[config.mk]
export PLATFORM = sky130hd
export DESIGN_NAME = synth_top
export DESIGN_NICKNAME = d
export VERILOG_FILES = /design/src/common/midi_pkg.sv /design/src/common/dsp_pkg.sv /design/src/rtl/midi_parser.sv /design/src/pulse_gen/note_period_rom.sv /design/src/pulse_gen/pulse_sequencer.sv /design/src/rtl/sample_mac.sv /design/src/rtl/synth_top.sv
export VERILOG_INCLUDE_DIRS = /design/src /design/src/common
export SDC_FILE = /design/constraint.sdc
export NUM_CORES = 1
export LEC_CHECK = 0
export BUFFER_PORTS_ARGS = -buffer_cell sky130_fd_sc_hd__buf_2
export CELL_PAD_IN_SITES_DETAIL_PLACEMENT = 0
export CELL_PAD_IN_SITES_GLOBAL_PLACEMENT = 1
export CORE_MARGIN = 2
export CORE_UTILIZATION = 51
export CTS_BUF_LIST = sky130_fd_sc_hd__clkbuf_4 sky130_fd_sc_hd__clkbuf_8
export DETAILED_ROUTE_END_ITERATION = 6
export PLACE_DENSITY = 0.84
export SLEW_MARGIN = 40
export SYNTH_ARGS = -nofsm -noshare
export SYNTH_HDL_FRONTEND = slang
export SYNTH_SLANG_ARGS = --single-unit
export TNS_END_PERCENT = 1
[constraint.sdc]
create_clock -name i_reset -period 15.33 [get_ports i_reset]
set_clock_uncertainty 0.15 [all_clocks]
set_input_delay 2.2995 -clock i_reset [delete_from_list [all_inputs] [get_ports i_reset]]
set_output_delay 2.2995 -clock i_reset [all_outputs]
set_load 0.005 [all_outputs]
[src/common/synth_settings.svh]
// Synth voice settings
// Channel, ramp shape, period width and multiplier depth
`ifndef SYNTH_SETTINGS_SVH
`define SYNTH_SETTINGS_SVH

// --------------------------------------------------
// MIDI
// --------------------------------------------------

// Channel the voice listens to, zero based
`define SYNTH_MIDI_CHANNEL 0

// --------------------------------------------------
// Voice shape and datapath
// --------------------------------------------------

// Samples per ramp, each a quarter of full scale
`define SYNTH_RAMP_STEPS 4

// Hold length width in sample ticks
`define SYNTH_PERIOD_W 12

// Register stages from operands to sample
`define SYNTH_MAC_LATENCY 3

`endif

[src/common/midi_pkg.sv]
// MIDI message types
// Byte, data, channel and command encodings shared by the parser and voice
`default_nettype none

package midi_pkg;

    typedef logic [7:0] midi_byte_t;
    typedef logic [6:0] midi_data_t;
    typedef logic [3:0] midi_chan_t;

    // High nibble of a channel status byte
    typedef enum logic [3:0] {
        CMD_NOTE_OFF    = 4'h8,
        CMD_NOTE_ON     = 4'h9,
        CMD_POLY_PRESS  = 4'hA,
        CMD_CTRL_CHANGE = 4'hB,
        // Only these two carry a single data byte
        CMD_PROG_CHANGE = 4'hC,
        CMD_CHAN_PRESS  = 4'hD,
        CMD_PITCH_BEND  = 4'hE
    } midi_cmd_t;

endpackage

`default_nettype wire

[src/common/dsp_pkg.sv]
// DSP datapath types
// Sample, amplitude, coefficient, product and hold period widths
`default_nettype none

`include "synth_settings.svh"

package dsp_pkg;

    typedef logic signed [17:0] sample_t;
    // Velocity times 1024
    typedef logic signed [17:0] amp_t;
    // Q2.16, full scale is 65536
    typedef logic signed [17:0] coef_t;
    typedef logic signed [35:0] prod_t;
    // Hold length in sample ticks
    typedef logic [`SYNTH_PERIOD_W-1:0] period_t;

endpackage

`default_nettype wire

[src/rtl/midi_parser.sv]
// MIDI byte parser
// Assembles raw bytes into channel messages, keeps running status,
// drops data after system bytes and skips real-time bytes
`timescale 1ns/10ps
`default_nettype none

module midi_parser
    import midi_pkg::*;
(
    input  wire             i_reset,
    input  wire             i_clk,
    input  wire             i_byte_vld,
    input  wire midi_byte_t i_byte,
    output logic            o_msg_vld,
    output midi_cmd_t       o_msg_cmd,
    output midi_chan_t      o_msg_chan,
    output midi_data_t      o_msg_data0,
    output midi_data_t      o_msg_data1
);

    typedef enum logic [1:0] {NO_STATUS, WAIT_D0, WAIT_D1} parse_state_t;

    parse_state_t state;
    midi_cmd_t    run_cmd;
    midi_chan_t   run_chan;
    midi_data_t   data0_r;
    logic         is_realtime;
    logic         is_system;
    logic         is_data;
    logic         one_data;

    // Byte classes
    assign is_realtime = i_byte >= 8'hF8;
    assign is_system   = i_byte[7:4] == 4'hF;
    assign is_data     = !i_byte[7];
    assign one_data    = (run_cmd == CMD_PROG_CHANGE) || (run_cmd == CMD_CHAN_PRESS);

    // --------------------------------------------------
    // Status and message strobe
    // --------------------------------------------------
    always_ff @(posedge i_reset or posedge i_clk) begin
        if (i_clk) begin
            state     <= NO_STATUS;
            run_cmd   <= CMD_NOTE_OFF;
            run_chan  <= '0;
            o_msg_vld <= 1'b0;
        end else begin
            o_msg_vld <= 1'b0;
            if (i_byte_vld && !is_realtime) begin
                if (is_system) begin
                    state <= NO_STATUS;
                end else if (!is_data) begin
                    run_cmd  <= midi_cmd_t'(i_byte[7:4]);
                    run_chan <= i_byte[3:0];
                    state    <= WAIT_D0;
                end else begin
                    case (state)
                        WAIT_D0: begin
                            if (one_data) begin
                                o_msg_vld <= 1'b1;
                            end else begin
                                state <= WAIT_D1;
                            end
                        end
                        WAIT_D1: begin
                            o_msg_vld <= 1'b1;
                            state     <= WAIT_D0;
                        end
                        default: ;
                    endcase
                end
            end
        end
    end

    // Message payload
    always_ff @(posedge i_reset) begin
        if (i_byte_vld && is_data) begin
            o_msg_cmd  <= run_cmd;
            o_msg_chan <= run_chan;
            if (state == WAIT_D0) begin
                data0_r     <= i_byte[6:0];
                o_msg_data0 <= i_byte[6:0];
                o_msg_data1 <= '0;
            end else if (state == WAIT_D1) begin
                o_msg_data0 <= data0_r;
                o_msg_data1 <= i_byte[6:0];
            end
        end
    end

endmodule

`default_nettype wire

[src/pulse_gen/note_period_rom.sv]
// Note period lookup
// Hold length in sample ticks for a MIDI note: octave-0 half period
// at 48 kHz, shifted down by the octave, never below one
`timescale 1ns/10ps
`default_nettype none

module note_period_rom
    import midi_pkg::*;
    import dsp_pkg::*;
(
    input  wire midi_data_t i_note,
    output period_t         o_period
);

    logic [6:0] rem;
    logic [3:0] octave;
    period_t    base;
    period_t    shifted;

    always_comb begin
        // Note div 12 over the ten full octaves
        rem    = i_note;
        octave = '0;
        for (int i = 0; i < 10; i++) begin
            if (rem >= 7'd12) begin
                rem    = rem - 7'd12;
                octave = octave + 4'd1;
            end
        end

        case (rem[3:0])
            4'd0:    base = 12'd2935;
            4'd1:    base = 12'd2771;
            4'd2:    base = 12'd2615;
            4'd3:    base = 12'd2468;
            4'd4:    base = 12'd2330;
            4'd5:    base = 12'd2199;
            4'd6:    base = 12'd2076;
            4'd7:    base = 12'd1959;
            4'd8:    base = 12'd1849;
            4'd9:    base = 12'd1745;
            4'd10:   base = 12'd1647;
            default: base = 12'd1555;
        endcase

        shifted  = base >> octave;
        o_period = (shifted == '0) ? period_t'(1) : shifted;
    end

endmodule

`default_nettype wire

[src/pulse_gen/pulse_sequencer.sv]
// Pulse voice sequencer
// Tracks the held note and steps a shaped square wave, one multiply
// per sample tick: ramp up, hold, ramp down, then the negative mirror
`timescale 1ns/10ps
`default_nettype none

`include "synth_settings.svh"

module pulse_sequencer
    import midi_pkg::*;
    import dsp_pkg::*;
(
    input  wire             i_reset,
    input  wire             i_clk,
    input  wire             i_msg_vld,
    input  wire midi_cmd_t  i_msg_cmd,
    input  wire midi_chan_t i_msg_chan,
    input  wire midi_data_t i_msg_data0,
    input  wire midi_data_t i_msg_data1,
    input  wire             i_sample_tick,
    input  wire period_t    i_period,
    output midi_data_t      o_note,
    output logic            o_mac_vld,
    output amp_t            o_mac_amp,
    output coef_t           o_mac_coef
);

    typedef enum logic [2:0] {
        IDLE,
        RAMP_UP,
        HOLD_POS,
        RAMP_DOWN,
        RAMP_NEG,
        HOLD_NEG,
        RAMP_BACK
    } voice_state_t;

    localparam logic [2:0] RAMP_LAST = 3'(`SYNTH_RAMP_STEPS);

    voice_state_t state;
    logic [2:0]   ramp_idx;
    period_t      hold_cnt;
    period_t      period_r;
    amp_t         amp_r;
    amp_t         vel_amp;
    amp_t         amp_nxt;
    logic         held;
    midi_data_t   note_r;
    midi_data_t   vel_r;
    logic         chan_hit;
    logic         note_on_ev;
    logic         note_off_ev;
    logic [2:0]   issue_idx;
    logic         neg_half;
    logic         issue;
    coef_t        coef_mag;
    coef_t        coef_nxt;

    // --------------------------------------------------
    // Note state
    // --------------------------------------------------
    assign chan_hit    = i_msg_vld && (i_msg_chan == midi_chan_t'(`SYNTH_MIDI_CHANNEL));
    assign note_on_ev  = chan_hit && (i_msg_cmd == CMD_NOTE_ON) && (i_msg_data1 != '0);
    // Velocity 0 note on is a note off
    assign note_off_ev = chan_hit && ((i_msg_cmd == CMD_NOTE_OFF) ||
                         ((i_msg_cmd == CMD_NOTE_ON) && (i_msg_data1 == '0)));

    always_ff @(posedge i_reset or posedge i_clk) begin
        if (i_clk) begin
            held   <= 1'b0;
            note_r <= '0;
            vel_r  <= '0;
        end else if (note_on_ev) begin
            held   <= 1'b1;
            note_r <= i_msg_data0;
            vel_r  <= i_msg_data1;
        end else if (note_off_ev && (i_msg_data0 == note_r)) begin
            held <= 1'b0;
        end
    end

    assign o_note = note_r;

    // --------------------------------------------------
    // Operand select
    // --------------------------------------------------
    always_comb begin
        vel_amp   = {1'b0, vel_r, 10'd0};
        issue     = i_sample_tick && ((state != IDLE) || held);
        // IDLE issues the first ramp step with the fresh amplitude
        issue_idx = (state == IDLE) ? 3'd1 : ramp_idx;
        amp_nxt   = (state == IDLE) ? vel_amp : amp_r;
        neg_half  = (state == RAMP_NEG) || (state == HOLD_NEG) || (state == RAMP_BACK);

        case (issue_idx)
            3'd0:    coef_mag = 18'sd0;
            3'd1:    coef_mag = 18'sd16384;
            3'd2:    coef_mag = 18'sd32768;
            3'd3:    coef_mag = 18'sd49152;
            default: coef_mag = 18'sd65536;
        endcase
        coef_nxt = neg_half ? -coef_mag : coef_mag;
    end

    // --------------------------------------------------
    // Voice FSM
    // --------------------------------------------------
    always_ff @(posedge i_reset or posedge i_clk) begin
        if (i_clk) begin
            state     <= IDLE;
            ramp_idx  <= '0;
            hold_cnt  <= '0;
            o_mac_vld <= 1'b0;
        end else begin
            o_mac_vld <= issue;
            if (issue) begin
                case (state)
                    IDLE: begin
                        state    <= RAMP_UP;
                        ramp_idx <= 3'd2;
                    end
                    RAMP_UP, RAMP_NEG: begin
                        if (ramp_idx == RAMP_LAST) begin
                            state    <= (state == RAMP_UP) ? HOLD_POS : HOLD_NEG;
                            hold_cnt <= period_r;
                        end else begin
                            ramp_idx <= ramp_idx + 3'd1;
                        end
                    end
                    HOLD_POS, HOLD_NEG: begin
                        if (hold_cnt == period_t'(1)) begin
                            state    <= (state == HOLD_POS) ? RAMP_DOWN : RAMP_BACK;
                            ramp_idx <= RAMP_LAST - 3'd1;
                        end else begin
                            hold_cnt <= hold_cnt - period_t'(1);
                        end
                    end
                    RAMP_DOWN: begin
                        if (ramp_idx == '0) begin
                            state    <= RAMP_NEG;
                            ramp_idx <= 3'd1;
                        end else begin
                            ramp_idx <= ramp_idx - 3'd1;
                        end
                    end
                    RAMP_BACK: begin
                        if (ramp_idx == '0) begin
                            state <= IDLE;
                        end else begin
                            ramp_idx <= ramp_idx - 3'd1;
                        end
                    end
                    default: state <= IDLE;
                endcase
            end
        end
    end

    // Operands and per-cycle amplitude and period
    always_ff @(posedge i_reset) begin
        if (issue) begin
            o_mac_amp  <= amp_nxt;
            o_mac_coef <= coef_nxt;
            if (state == IDLE) begin
                amp_r    <= vel_amp;
                period_r <= i_period;
            end
        end
    end

endmodule

`default_nettype wire

[src/rtl/sample_mac.sv]
// Pipelined sample multiplier
// Amplitude times Q2.16 coefficient, scaled back to an 18-bit sample
// Operands, product and sample each take one register stage
`timescale 1ns/10ps
`default_nettype none

`include "synth_settings.svh"

module sample_mac
    import dsp_pkg::*;
(
    input  wire        i_reset,
    input  wire        i_clk,
    input  wire        i_vld,
    input  wire amp_t  i_amp,
    input  wire coef_t i_coef,
    output logic       o_vld,
    output sample_t    o_sample
);

    localparam int LAT = `SYNTH_MAC_LATENCY;

    logic [LAT-1:0] vld_pipe;
    amp_t           amp_r;
    coef_t          coef_r;
    prod_t          prod_r;

    // Valid follows the data through every stage
    always_ff @(posedge i_reset or posedge i_clk) begin
        if (i_clk) begin
            vld_pipe <= '0;
        end else begin
            vld_pipe <= {vld_pipe[LAT-2:0], i_vld};
        end
    end

    assign o_vld = vld_pipe[LAT-1];

    // --------------------------------------------------
    // Datapath
    // --------------------------------------------------
    always_ff @(posedge i_reset) begin
        // Stage 1
        amp_r    <= i_amp;
        coef_r   <= i_coef;
        // Stage 2
        prod_r   <= prod_t'(amp_r) * prod_t'(coef_r);
        // Stage 3, drop the Q2.16 fraction
        o_sample <= prod_r[33:16];
    end

endmodule

`default_nettype wire

[src/rtl/synth_top.sv]
// MIDI pulse synth top
// Parser feeds the voice sequencer, which drives the sample multiplier
`timescale 1ns/10ps
`default_nettype none

module synth_top
    import midi_pkg::*;
    import dsp_pkg::*;
(
    input  wire             i_reset,
    input  wire             i_clk,
    input  wire             i_midi_byte_vld,
    input  wire midi_byte_t i_midi_byte,
    input  wire             i_sample_tick,
    output logic            o_sample_vld,
    output sample_t         o_sample
);

    logic       msg_vld;
    midi_cmd_t  msg_cmd;
    midi_chan_t msg_chan;
    midi_data_t msg_data0;
    midi_data_t msg_data1;
    midi_data_t note;
    period_t    period;
    logic       mac_vld;
    amp_t       mac_amp;
    coef_t      mac_coef;

    midi_parser u_parser (
        .i_reset     (i_reset),
        .i_clk       (i_clk),
        .i_byte_vld  (i_midi_byte_vld),
        .i_byte      (i_midi_byte),
        .o_msg_vld   (msg_vld),
        .o_msg_cmd   (msg_cmd),
        .o_msg_chan  (msg_chan),
        .o_msg_data0 (msg_data0),
        .o_msg_data1 (msg_data1)
    );

    pulse_sequencer u_sequencer (
        .i_reset       (i_reset),
        .i_clk         (i_clk),
        .i_msg_vld     (msg_vld),
        .i_msg_cmd     (msg_cmd),
        .i_msg_chan    (msg_chan),
        .i_msg_data0   (msg_data0),
        .i_msg_data1   (msg_data1),
        .i_sample_tick (i_sample_tick),
        .i_period      (period),
        .o_note        (note),
        .o_mac_vld     (mac_vld),
        .o_mac_amp     (mac_amp),
        .o_mac_coef    (mac_coef)
    );

    note_period_rom u_period_rom (
        .i_note   (note),
        .o_period (period)
    );

    sample_mac u_mac (
        .i_reset  (i_reset),
        .i_clk    (i_clk),
        .i_vld    (mac_vld),
        .i_amp    (mac_amp),
        .i_coef   (mac_coef),
        .o_vld    (o_sample_vld),
        .o_sample (o_sample)
    );

endmodule

`default_nettype wire

# Yosys cells after proc, flatten, opt, wreduce, memory -nomap -nowiden
# Memories as Yosys holds them, arrays and structs flattened.
# Index checks and enable logic that the tools add are counted.
# totals
wordCells	181
romBits	192
ram_bits	0
in_bits	12
output_inout_bits	19
latchBits	0
memories	1
reg_bits	189
# op_classes
shift	1
reduce_logical	40
multipliers	1
n_bitwise	1
n_eq_ne	26
div_mod_pow	0
n_lt_le_gt_ge	11
muxes	53
add_sub_neg	23
# memory_table
memory	depth	width	rd	rd_ports_with_merged_regs	wr	line	source
(name not given)	16	12	1	0	0	note_period_rom.sv:31	case (rem[3:0])
# ops
op	n
7-bit two-way mux	12
7-bit by 4-bit greater-or-equal comparator with 1-bit output, second input constant	10
17-bit case mux with 4 select lines	1
7-bit by 4-bit subtractor with 7-bit output, second input constant	9
4-bit two-way mux	10
3-bit two-way mux	11
4-bit by 1-bit adder with 4-bit output, second input constant	8
3-bit case mux with 5 select lines	2
8-bit by 18-bit multiplier with 24-bit output	1
12-bit two-way mux	2
12-bit case mux with 2 select lines	1
3-bit equality test, second input constant	6
18-bit two-way mux	1
17-bit negator with 18-bit output	1
17-bit two-way mux	1
12-bit by 1-bit equality test with 1-bit output, second input constant	1
3-bit by 2-bit equality test with 1-bit output, second input constant	4
12-bit logical NOT	1
3-bit logical NOT	4
12-bit by 4-bit right shift with 12-bit output	1
12-bit by 1-bit subtractor with 12-bit output, second input constant	1
5-bit AND reduction	2
3-bit by 1-bit equality test with 1-bit output, second input constant	3
1-bit logical AND	9
30 further kinds	54

# Longest topological paths before layout
# Gate-level depths: netlist of the first run.
# An unclocked memory read counts as a cell.
# depth
depth_word	23
mapped_depth	67
mapped_depth_nobuf	57

# Cells and area by module
# From an unflattened synthesis of the first run, not the netlist that was laid out.
# unflattened
hier_cells	2257
area_unflattened_um2	21635.8
# by_module_without_submodules
module	area_each_um2	n_inst	cells_per_inst	seq_area_each_um2
sample_mac	12737.2	1	1301	1516.5
note_period_rom	4322.9	1	589	0.0
pulse_sequencer	3101.7	1	284	1541.5
midi_parser	1473.9	1	83	1091.0

# Worst setup path before layout of the first run
# No wires, ideal clock.
# synth_timing
path_type	reg-to-reg
start	register u_sequencer.note_r[3], in the netlist u_sequencer.o_note[3]
end	register u_sequencer.period_r[0], data pin
t_required_ps	14914
path_stages_with_launch	65
arrival_time_ps	13227
path_buffers	9
slack_ps	1686
period_less_slack_ps	13644
setup_ps	266
path_cell_list	dfrtp_1 buf_6 a211o_1 or3_1 buf_6 mux2_2 ha_1 a22oi_1 o21a_1 nand2_2 inv_1 mux2_2 ha_1 clkbuf_1 nand2_1 o21ai_1 o31a_1 nor2_1 [29 not listed] nand2_1 ha_1 a21oi_1 and4_1 clkbuf_1 nor2_2 clkinv_1 ha_1 a32oi_1 a31oi_1 a2111o_1 buf_6 mux2i_4 a22o_1 mux2_2 or3_1 a31oi_1 o41ai_2
# synth_between
elab_chain_cells	23
elab_cells_between_ends	52
classes_between	19 x add/sub; 10 x order compare; 1 x shift; 20 x mux; 1 x reduce/logical; 1 x memory
# synth_rtl
item	line	source
start, declared	pulse_sequencer.sv:48	midi_data_t note_r;
start signal, assigned	pulse_sequencer.sv:75	note_r <= i_msg_data0;
7-bit by 4-bit subtractor with 7-bit output / 7-bit by 4-bit greater-or-equal comparator with 1-bit output (equally long branches)	note_period_rom.sv:26, note_period_rom.sv:25	
7-bit two-way mux	note_period_rom.sv:25	if (rem >= 7'd12) begin
7-bit by 4-bit subtractor with 7-bit output / 7-bit by 4-bit greater-or-equal comparator with 1-bit output (equally long branches)	note_period_rom.sv:26, note_period_rom.sv:25	
7-bit two-way mux	note_period_rom.sv:25	
7-bit by 4-bit subtractor with 7-bit output / 7-bit by 4-bit greater-or-equal comparator with 1-bit output (equally long branches)	note_period_rom.sv:26, note_period_rom.sv:25	
7-bit two-way mux	note_period_rom.sv:25	
7-bit by 4-bit subtractor with 7-bit output / 7-bit by 4-bit greater-or-equal comparator with 1-bit output (equally long branches)	note_period_rom.sv:26, note_period_rom.sv:25	
7-bit two-way mux	note_period_rom.sv:25	
[7 not listed]	-	
7-bit two-way mux	note_period_rom.sv:25	
7-bit by 4-bit subtractor with 7-bit output / 7-bit by 4-bit greater-or-equal comparator with 1-bit output (equally long branches)	note_period_rom.sv:26, note_period_rom.sv:25	
7-bit two-way mux	note_period_rom.sv:25	
7-bit by 4-bit greater-or-equal comparator with 1-bit output / 4-bit subtractor (equally long branches)	note_period_rom.sv:25, note_period_rom.sv:26	
4-bit two-way mux	note_period_rom.sv:25	
memory 16 x 12 bit	-	
12-bit by 4-bit right shift with 12-bit output *	note_period_rom.sv:46	shifted = base >> octave;
12-bit logical NOT	note_period_rom.sv:47	o_period = (shifted == '0) ? period_t'(1) : shifted;
end signal, assigned	pulse_sequencer.sv:166	period_r <= i_period;
end, declared	pulse_sequencer.sv:43	period_t period_r;
# Every way passes the cells marked *; elsewhere a longest branch is shown, timed or not.
# A chain may end at the register's enable or synchronous reset.

# Worst setup path after layout of the first run
# layout_timing
start	register u_sequencer.note_r[2], in the netlist u_sequencer.o_note[2]
end	register u_sequencer.period_r[0], data pin
# The elaborated chain is that of the path after synthesis.

==> flow_summary.yaml, run 1 <==
clock_network:
  clock-sinks: 129
  cts_root_buf: "clkbuf_8"
  cts_tree: "yes"
  cts_buffers: 17
  cts_buffer_depth: 2
  worstSkewPairLatency_ps: 460
  cts_htree_levels: 4
  path_clk_slew_ps: 90
hold_path:
  hp-class: "flip-flop to flip-flop"
  min_path_cells: 0
floorplanning:
  die-area_mm2: 0.0211
  core_mm2: 0.0195
  die_width_um: 145
  initial_utilization_pct: 52.0
  row_count: 51
  io_pins: 31
  die_y_um: 145
sta:
  period_share_pct: 93.6
  fmax_mhz: 69.7
  fin_hold_ws_ps: 167
  worst_pin_slew_ps: 850
  slew_violations: 0
  final.min_clock_period_ps: 14340
  worst_slack_ps: 987
  slew_headroom_pct: 42.8
  setup_violations: 0
  hold_viol_final: 0
yosys:
  synth_top_area_share_pct: 15.1
  syn_avg_cell_area_um2: 9.46
  synth_cell_types: 110
  synth_top_area_cell: "edfxtp_1"
  synth_seq_area_share_pct: 32.8
  synth_area_leaders: "edfxtp_1 (15%), dfrtp_1 (12%), ha_1 (6.8%)"
  synth_cells: 1074
  ys.flop_type: "edfxtp_1"
  netlist_area_mm2: 0.0102
  async_flop_share_pct: 36.4
  synth_edf_count: 51
  ys_ff_latch: 129
  ys_warn_count: 0
finish:
  final_util_pct: 55.8
  layout.cells.non_filler: 1366
  areaGrowthSynthToFinish_pct: 7.28
  fin_nets: 1176
  num_antenna_cells: 0
  layout-drive-gt1-share_pct: 15.3
detailed_routing:
  wl_per_cell_um: 16.0
  vias: 8053
  drtIter0Drc: 504
  drc: 0
  viasPerCell: 5.90
  ant_nets: 0
  wl_um: 21900
  dr.pass1.iters: 5
critical_path:
  r2r_cells: 55
  worstPathArrival_ps: 14400
  worstPathRequired_ps: 15380
  critPathMaxFanout: 15
  rrSetupSlack_ps: 990
  slowest_stage: "or4b_1"
  crit_type: "flip-flop to flip-flop"
  cp-end-kind: "flip-flop"
  r2r_end: "u_sequencer.period_r[0]"
  cp-start-kind: "flip-flop"
  crit_start: "u_sequencer.o_note[2]"
  crit_end: "u_sequencer.period_r[0]"
  crit_top_cell: "ha_1"
  r2r-start: "u_sequencer.o_note[2]"
  cp_slowest_stage_delay_ps: 580
global_routing:
  grt_pass1_vias: 7601
  grt_pass1_wl_um: 37300
  grt_max_degree: 48
  grt.overflow.total: 0
  grt_antenna_before_repair: 0
  grt_usage_pct: 21.3
placement:
  dp_cells: 1333
  preCtsSetupSlack_ps: 215
  gp_congestion: 0.873
  dp_hpwl_um: 16500
  numPortBuffers: 22
outcome:
  status: "complete, no violations"
run:
  drv_cap: 0
==> stage by stage <==
step | setup TNS [ps] | cell area, um^2
global placement | 0 | 10500
global route | -3.67 | 10900
detailed placement | 0 | 10500
floorplan | 0 | 10200
CTS | 0 | 10800
finish | 0 | 10900
==> flip-flops by register name, indices dropped and copies added (netlist names), 10 cells and up <==
name and cells:
u_sequencer.period_r 12, u_sequencer.hold_cnt 12, u_mac.o_sample 10, u_mac.prod_r 10
==> critical path, delay by kind of cell, from the launching register on <==
family	cells	cell delay [ps]
AO/OA/AOI/OAI	20	4720
AND/OR/NAND/NOR	17	3820
adder cells (fa/ha/maj)	9	2640
multiplexers	5	1710
buffers and inverters	4	620
flip-flops	1	400
==> placed cells by master (no fill, tap or decap), types with 22 or more instances in the layout <==
cell type,synthesis,layout
dfxtp_1,31,31
and2_1,30,30
nor2_1,60,60
a21oi_1,46,45
o21ai_0,55,54
nand3_1,33,33
xnor2_1,35,33
nand2_1,80,80
edfxtp_1,51,51
dfrtp_1,47,46
ha_1,55,53
mux2_2,39,39
inv_1,84,83
buf_2,4,22
==> worst min-delay path by stage <==
stage                           from                 end
finish              u_mac.prod_r[26]  u_mac.o_sample[10]
global placement    u_mac.prod_r[27]  u_mac.o_sample[11]
detailed placement  u_mac.prod_r[33]  u_mac.o_sample[17]
CTS                 u_mac.prod_r[25]   u_mac.o_sample[9]
global route        u_mac.prod_r[25]   u_mac.o_sample[9]
floorplan           u_mac.prod_r[26]  u_mac.o_sample[10]
==> routing by layer <==
metal / track usage, % / routed length (um)
met5: 0 / 0
met4: 7.50 / 395
met3: 3.49 / 712
met2: 34.7 / 10400
met1: 28.9 / 10400
==> Yosys cell counts (15+ instances only) <==
| cell | n |
|---|---|
| dfrtp_1 | 47 |
| xnor2_1 | 35 |
| xor2_1 | 15 |
| nand3_1 | 33 |
| fa_1 | 21 |
| nor3_1 | 17 |
| nor2_1 | 60 |
| clkbuf_1 | 25 |
| a21oi_1 | 46 |
| edfxtp_1 | 51 |
| dfxtp_1 | 31 |
| a21o_1 | 15 |
| nand2_1 | 80 |
| mux2_2 | 39 |
| and2_1 | 30 |
| inv_1 | 84 |
| o21ai_0 | 55 |
| ha_1 | 55 |
| o211ai_1 | 15 |
==> cell families (layout without fill, tap and decap cells) <==
| group | count (synthesis) | count (layout) | share of synthesized area (%) |
|---|---|---|---|
| AND/OR/NAND/NOR | 328 | 328 | 17.2 |
| AO/OA/AOI/OAI | 298 | 298 | 22.4 |
| buffers and inverters | 135 | 155 | 5.89 |
| flip-flops | 129 | 129 | 32.8 |
| adder cells (fa/ha/maj) | 77 | 77 | 11.0 |
| multiplexers | 56 | 56 | 6.42 |
| XOR/XNOR | 50 | 50 | 4.31 |
| other | 1 | 8 | 0.0369 |
==> repair_timing <==
action / in CTS / in global routing
hold buffers: 0 / 0
endpoints found under the setup margin: 0 / 12
resized for setup: 0 / 15
buffers inserted: 0 / 1
==> final cells by class <==
class / instances / area [um^2]
clock buffers: 17 / 234
clock inverters: 15 / 141
fillers: 1795 / 8630
inverters: 87 / 330
multi-input cells: 817 / 6310
flip-flops and latches: 129 / 3330
well taps: 265 / 332
repair buffers: 36 / 215
Power of run 1 is left out: the tool's default activity adds up to more than one toggle a clock period on the data nets, which glitch-free logic cannot reach.
==> inputs of run 2 (changes only) <==
Clock period 15.33 ns to 14.3 ns, I/O delays scaled along.
==> flow_summary.yaml, run 2 (synthesized netlist as in run 1, its figures left out) <==
outcome:
  status: "complete, no violations"
clock_network:
  cts_htree_levels: 4
  cts_buffer_depth: 2
  cts_root_buf: "clkbuf_8"
  clock-sinks: 129
  cts_tree: "yes"
  cts_buffers: 17
  worstSkewPairLatency_ps: 440
  holdBufCountCts: 0
  path_clk_slew_ps: 90
detailed_routing:
  vias: 8087
  ant_nets: 0
  dr.pass1.iters: 6
  drtIter0Drc: 519
  drc: 0
  wl_um: 22500
  wl_per_cell_um: 16.4
  viasPerCell: 5.89
finish:
  layout-drive-gt1-share_pct: 16.7
  nFillCells: 1792
  largest_registers: "u_sequencer.hold_cnt x12, u_sequencer.period_r x12"
  final_util_pct: 56.6
  final_common_cell: "inv_1"
  layout.cells.non_filler: 1373
  multi_input_area_mm2: 0.00635
  fin_area_mm2: 0.0110
  num_antenna_cells: 0
  areaGrowthSynthToFinish_pct: 8.72
  regArea_mm2: 0.00333
  final_cell_mix: "inv_1 (83), nand2_1 (80), nor2_1 (60)"
  fin_nets: 1183
critical_path:
  critPathMaxFanout: 11
  worstPathArrival_ps: 13430
  r2r_cells: 55
  worstPathRequired_ps: 14320
  crit_start: "u_sequencer.o_note[3]"
  cp-start-kind: "flip-flop"
  crit_type: "flip-flop to flip-flop"
  cp_slowest_stage_delay_ps: 580
  slowest_stage: "or4b_1"
  r2r-start: "u_sequencer.o_note[3]"
  cp-end-kind: "flip-flop"
run:
  drv_cap: 0
global_routing:
  grt_pass1_vias: 7618
  grt_max_degree: 48
  grt_pass1_wl_um: 37600
  grt_antenna_before_repair: 0
  grt.overflow.total: 0
  grt_usage_pct: 21.4
sta:
  worst_pin_slew_ps: 814
  slew_headroom_pct: 45.3
  fin_setup_tns_ps: 0
  period_share_pct: 93.7
  hold_viol_final: 0
  setup_violations: 0
  slew_violations: 0
  final.min_clock_period_ps: 13410
  fmax_mhz: 74.6
hold_path:
  min_path_cells: 0
  hp-class: "flip-flop to flip-flop"
  hold_path.startpoint: "u_mac.prod_r[25]"
floorplanning:
  die_y_um: 145
  io_pins: 31
  initial_utilization_pct: 52.0
  row_count: 51
  die_width_um: 145
  die-area_mm2: 0.0211
  core_mm2: 0.0195
placement:
  placed_area_mm2: 0.0105
  dp_hpwl_um: 17000
  dp_cells: 1340
  gp_congestion: 0.920
  numPortBuffers: 22
==> run 2: path summary, 6_finish.rpt <==
kind                            slack (ps)                       to
worst max register to register         890  u_sequencer.period_r[0]
worst min register to register         180        u_mac.o_sample[9]
worst min-delay path                   180        u_mac.o_sample[9]
worst max-delay path                   890  u_sequencer.period_r[0]
max in group asynchronous            11770    u_sequencer.o_note[2]
min in group asynchronous             1750  u_sequencer.hold_cnt[2]
==> run 2: area by class of cell <==
type	count	share of cell area [%]
clock buffer	18	2.19
clock inverter	14	1.72
inverter	87	2.99
multi-input combinational	817	57.5
sequential	129	30.1
tap	265	3.00
timing repair buffer	43	2.42
==> run 2: stage by stage <==
| step | setup WS [ps] | hold slack, ps |
|---|---|---|
| 2_1_floorplan | 656 | 160 |
| 4_1_cts | 69.6 | 175 |
| 3_5_place_dp | 7.47 | 163 |
| 5_1_grt | -0.272 | 181 |
| 6_report | 894 | 177 |
| 3_3_place_gp | 363 | 160 |
==> run 2: worst max-delay path: cells and delay by family, from the launching register on <==
| family | cells | cell delay [ps] |
|---|---|---|
| AND/OR/NAND/NOR | 16 | 3390 |
| multiplexers | 7 | 2260 |
| AO/OA/AOI/OAI | 17 | 3960 |
| adder cells (fa/ha/maj) | 9 | 2210 |
| buffers and inverters | 6 | 770 |
| flip-flops | 1 | 400 |
==> run 2: repair_timing <==
item	4_1_cts	5_1_grt
pin swaps	0	1
setup buffers	0	1
setup endpoints to repair	2	12
gates resized for setup	2	23
gates cloned	0	0
==> run 2: metal layers <==
metal  track usage (%)  part of all wire (%)  up-vias
met5                 0                     0        -
li1                  -                     -     3998
met1              29.1                    46     3846
met2              36.0                    48      208
met3              2.67                   3.9       35
met4              6.62                   1.8        0
Power of run 2 is left out for the same reason.
==> inputs of run 3 (changes only) <==
Settings changed: GPL_TIMING_DRIVEN from default to 0, PLACE_DENSITY 0.84 to default, PLACE_DENSITY_LB_ADDON from default to 0.1, SETUP_SLACK_MARGIN from default to 0.05.
==> flow_summary.yaml, run 3 (synthesized netlist as in run 1, its figures left out) <==
outcome:
  status: "complete, no violations"
floorplanning:
  row_count: 51
  die-area_mm2: 0.0211
  initial_utilization_pct: 52.0
  core_mm2: 0.0195
  die_width_um: 145
  die_y_um: 145
  io_pins: 31
clock_network:
  cts_buffer_depth: 2
  path_clk_slew_ps: 80
  holdBufCountCts: 0
  cts_buffers: 17
  cts_htree_levels: 4
  clock-sinks: 129
  cts_tree: "yes"
  cts_root_buf: "clkbuf_8"
  worstSkewPairLatency_ps: 440
sta:
  setup_violations: 0
  fmax_mhz: 74.1
  slew_violations: 0
  final.min_clock_period_ps: 13490
  hold_viol_final: 0
  fin_setup_tns_ps: 0
  rsz0062_at_grt: "no"
  worst_pin_slew_ps: 743
  slew_headroom_pct: 50.2
  period_share_pct: 94.4
global_routing:
  grt_use_met2_pct: 36.5
  grt_pass1_wl_um: 38400
  use_met1_pct: 30.4
  grt_usage_pct: 21.8
  grt_use_met3_pct: 2.23
  grt_max_degree: 41
  grt.overflow.total: 0
  grt_antenna_before_repair: 1
  top_usage_layer: "met2"
  grt_pass1_vias: 7755
detailed_routing:
  wl_um: 22600
  vias: 8258
  drc: 0
  dr.pass1.iters: 5
  wl_per_cell_um: 16.1
  ant_nets: 0
  viasPerCell: 5.87
  drtIter0Drc: 433
critical_path:
  r2r-start: "u_sequencer.o_note[3]"
  cp_slowest_stage_delay_ps: 550
  cp-start-kind: "flip-flop"
  rrSetupSlack_ps: 810
  r2r_end: "u_sequencer.period_r[0]"
  crit_end: "u_sequencer.period_r[0]"
  crit_start: "u_sequencer.o_note[3]"
  worstPathRequired_ps: 14410
  crit_type: "flip-flop to flip-flop"
  critPathMaxFanout: 10
  worstPathArrival_ps: 13600
  cp-end-kind: "flip-flop"
  slowest_stage: "or4b_4"
  r2r_cells: 58
placement:
  gp_congestion: 0.920
  numPortBuffers: 22
  dp_hpwl_um: 17200
run:
  drv_cap: 0
finish:
  num_antenna_cells: 0
  final_util_pct: 58.2
  areaGrowthSynthToFinish_pct: 11.8
  largest_registers: "u_sequencer.hold_cnt x12, u_sequencer.period_r x12"
  final_common_cell: "inv_1"
  final_cell_mix: "inv_1 (82), nand2_1 (78), nor2_1 (58)"
  layout-drive-gt1-share_pct: 18.7
  fin_nets: 1217
hold_path:
  hp-class: "flip-flop to flip-flop"
-- run 3: repair_timing --
action,in CTS,in global routing
pin swaps,2,5
endpoints found under the setup margin,12,12
buffers inserted,3,7
cloned,0,0
gates resized for setup,30,24
-- run 3: area by class of cell --
type	instances	area, um^2
Clock buffer	17	234
Fill cell	1735	8170
Multi-Input combinational cell	817	6500
Buffer	44	259
Sequential cell	129	3330
Timing Repair Buffer	33	205
Tap cell	265	332
Inverter	87	332
Clock inverter	15	169
-- run 3: stage by stage --
stage                     hold slack [ps]  setup slack [ps]  area [um^2]  instances
after floorplan                       160               656        10200       1081
after global placement                160             -2150        10600       1368
after detailed placement              163             -2100        10700       1369
after CTS                             183              59.6        11200       1400
after global routing                  187              54.6        11400       1407
final                                 181               807        11400       1407
-- run 3: critical path: cells and delay by family, from the launching register on --
kind | cells | cell delay [ps]
compound gates | 19 | 4450
buf+inv | 11 | 1530
simple gates | 13 | 2750
flops | 1 | 410
fa+ha+maj | 8 | 1910
mux | 7 | 2070
-- run 3: worst min-delay path by stage --
stage                                start  depth (start not counted)                  to
after floorplan           u_mac.prod_r[26]                          0  u_mac.o_sample[10]
after global placement    u_mac.prod_r[33]                          0  u_mac.o_sample[17]
after detailed placement  u_mac.prod_r[26]                          0  u_mac.o_sample[10]
after CTS                 u_mac.prod_r[32]                          0  u_mac.o_sample[16]
after global routing      u_mac.prod_r[33]                          0  u_mac.o_sample[17]
final                     u_mac.prod_r[32]                          0  u_mac.o_sample[16]
-- run 3: routing by layer --
layer	wire length, um	up-vias
li1	-	4100
met1	10900	3985
met2	10900	149
met3	617	24
met4	299	0
met5	0	-
Power of run 3 is left out for the same reason.
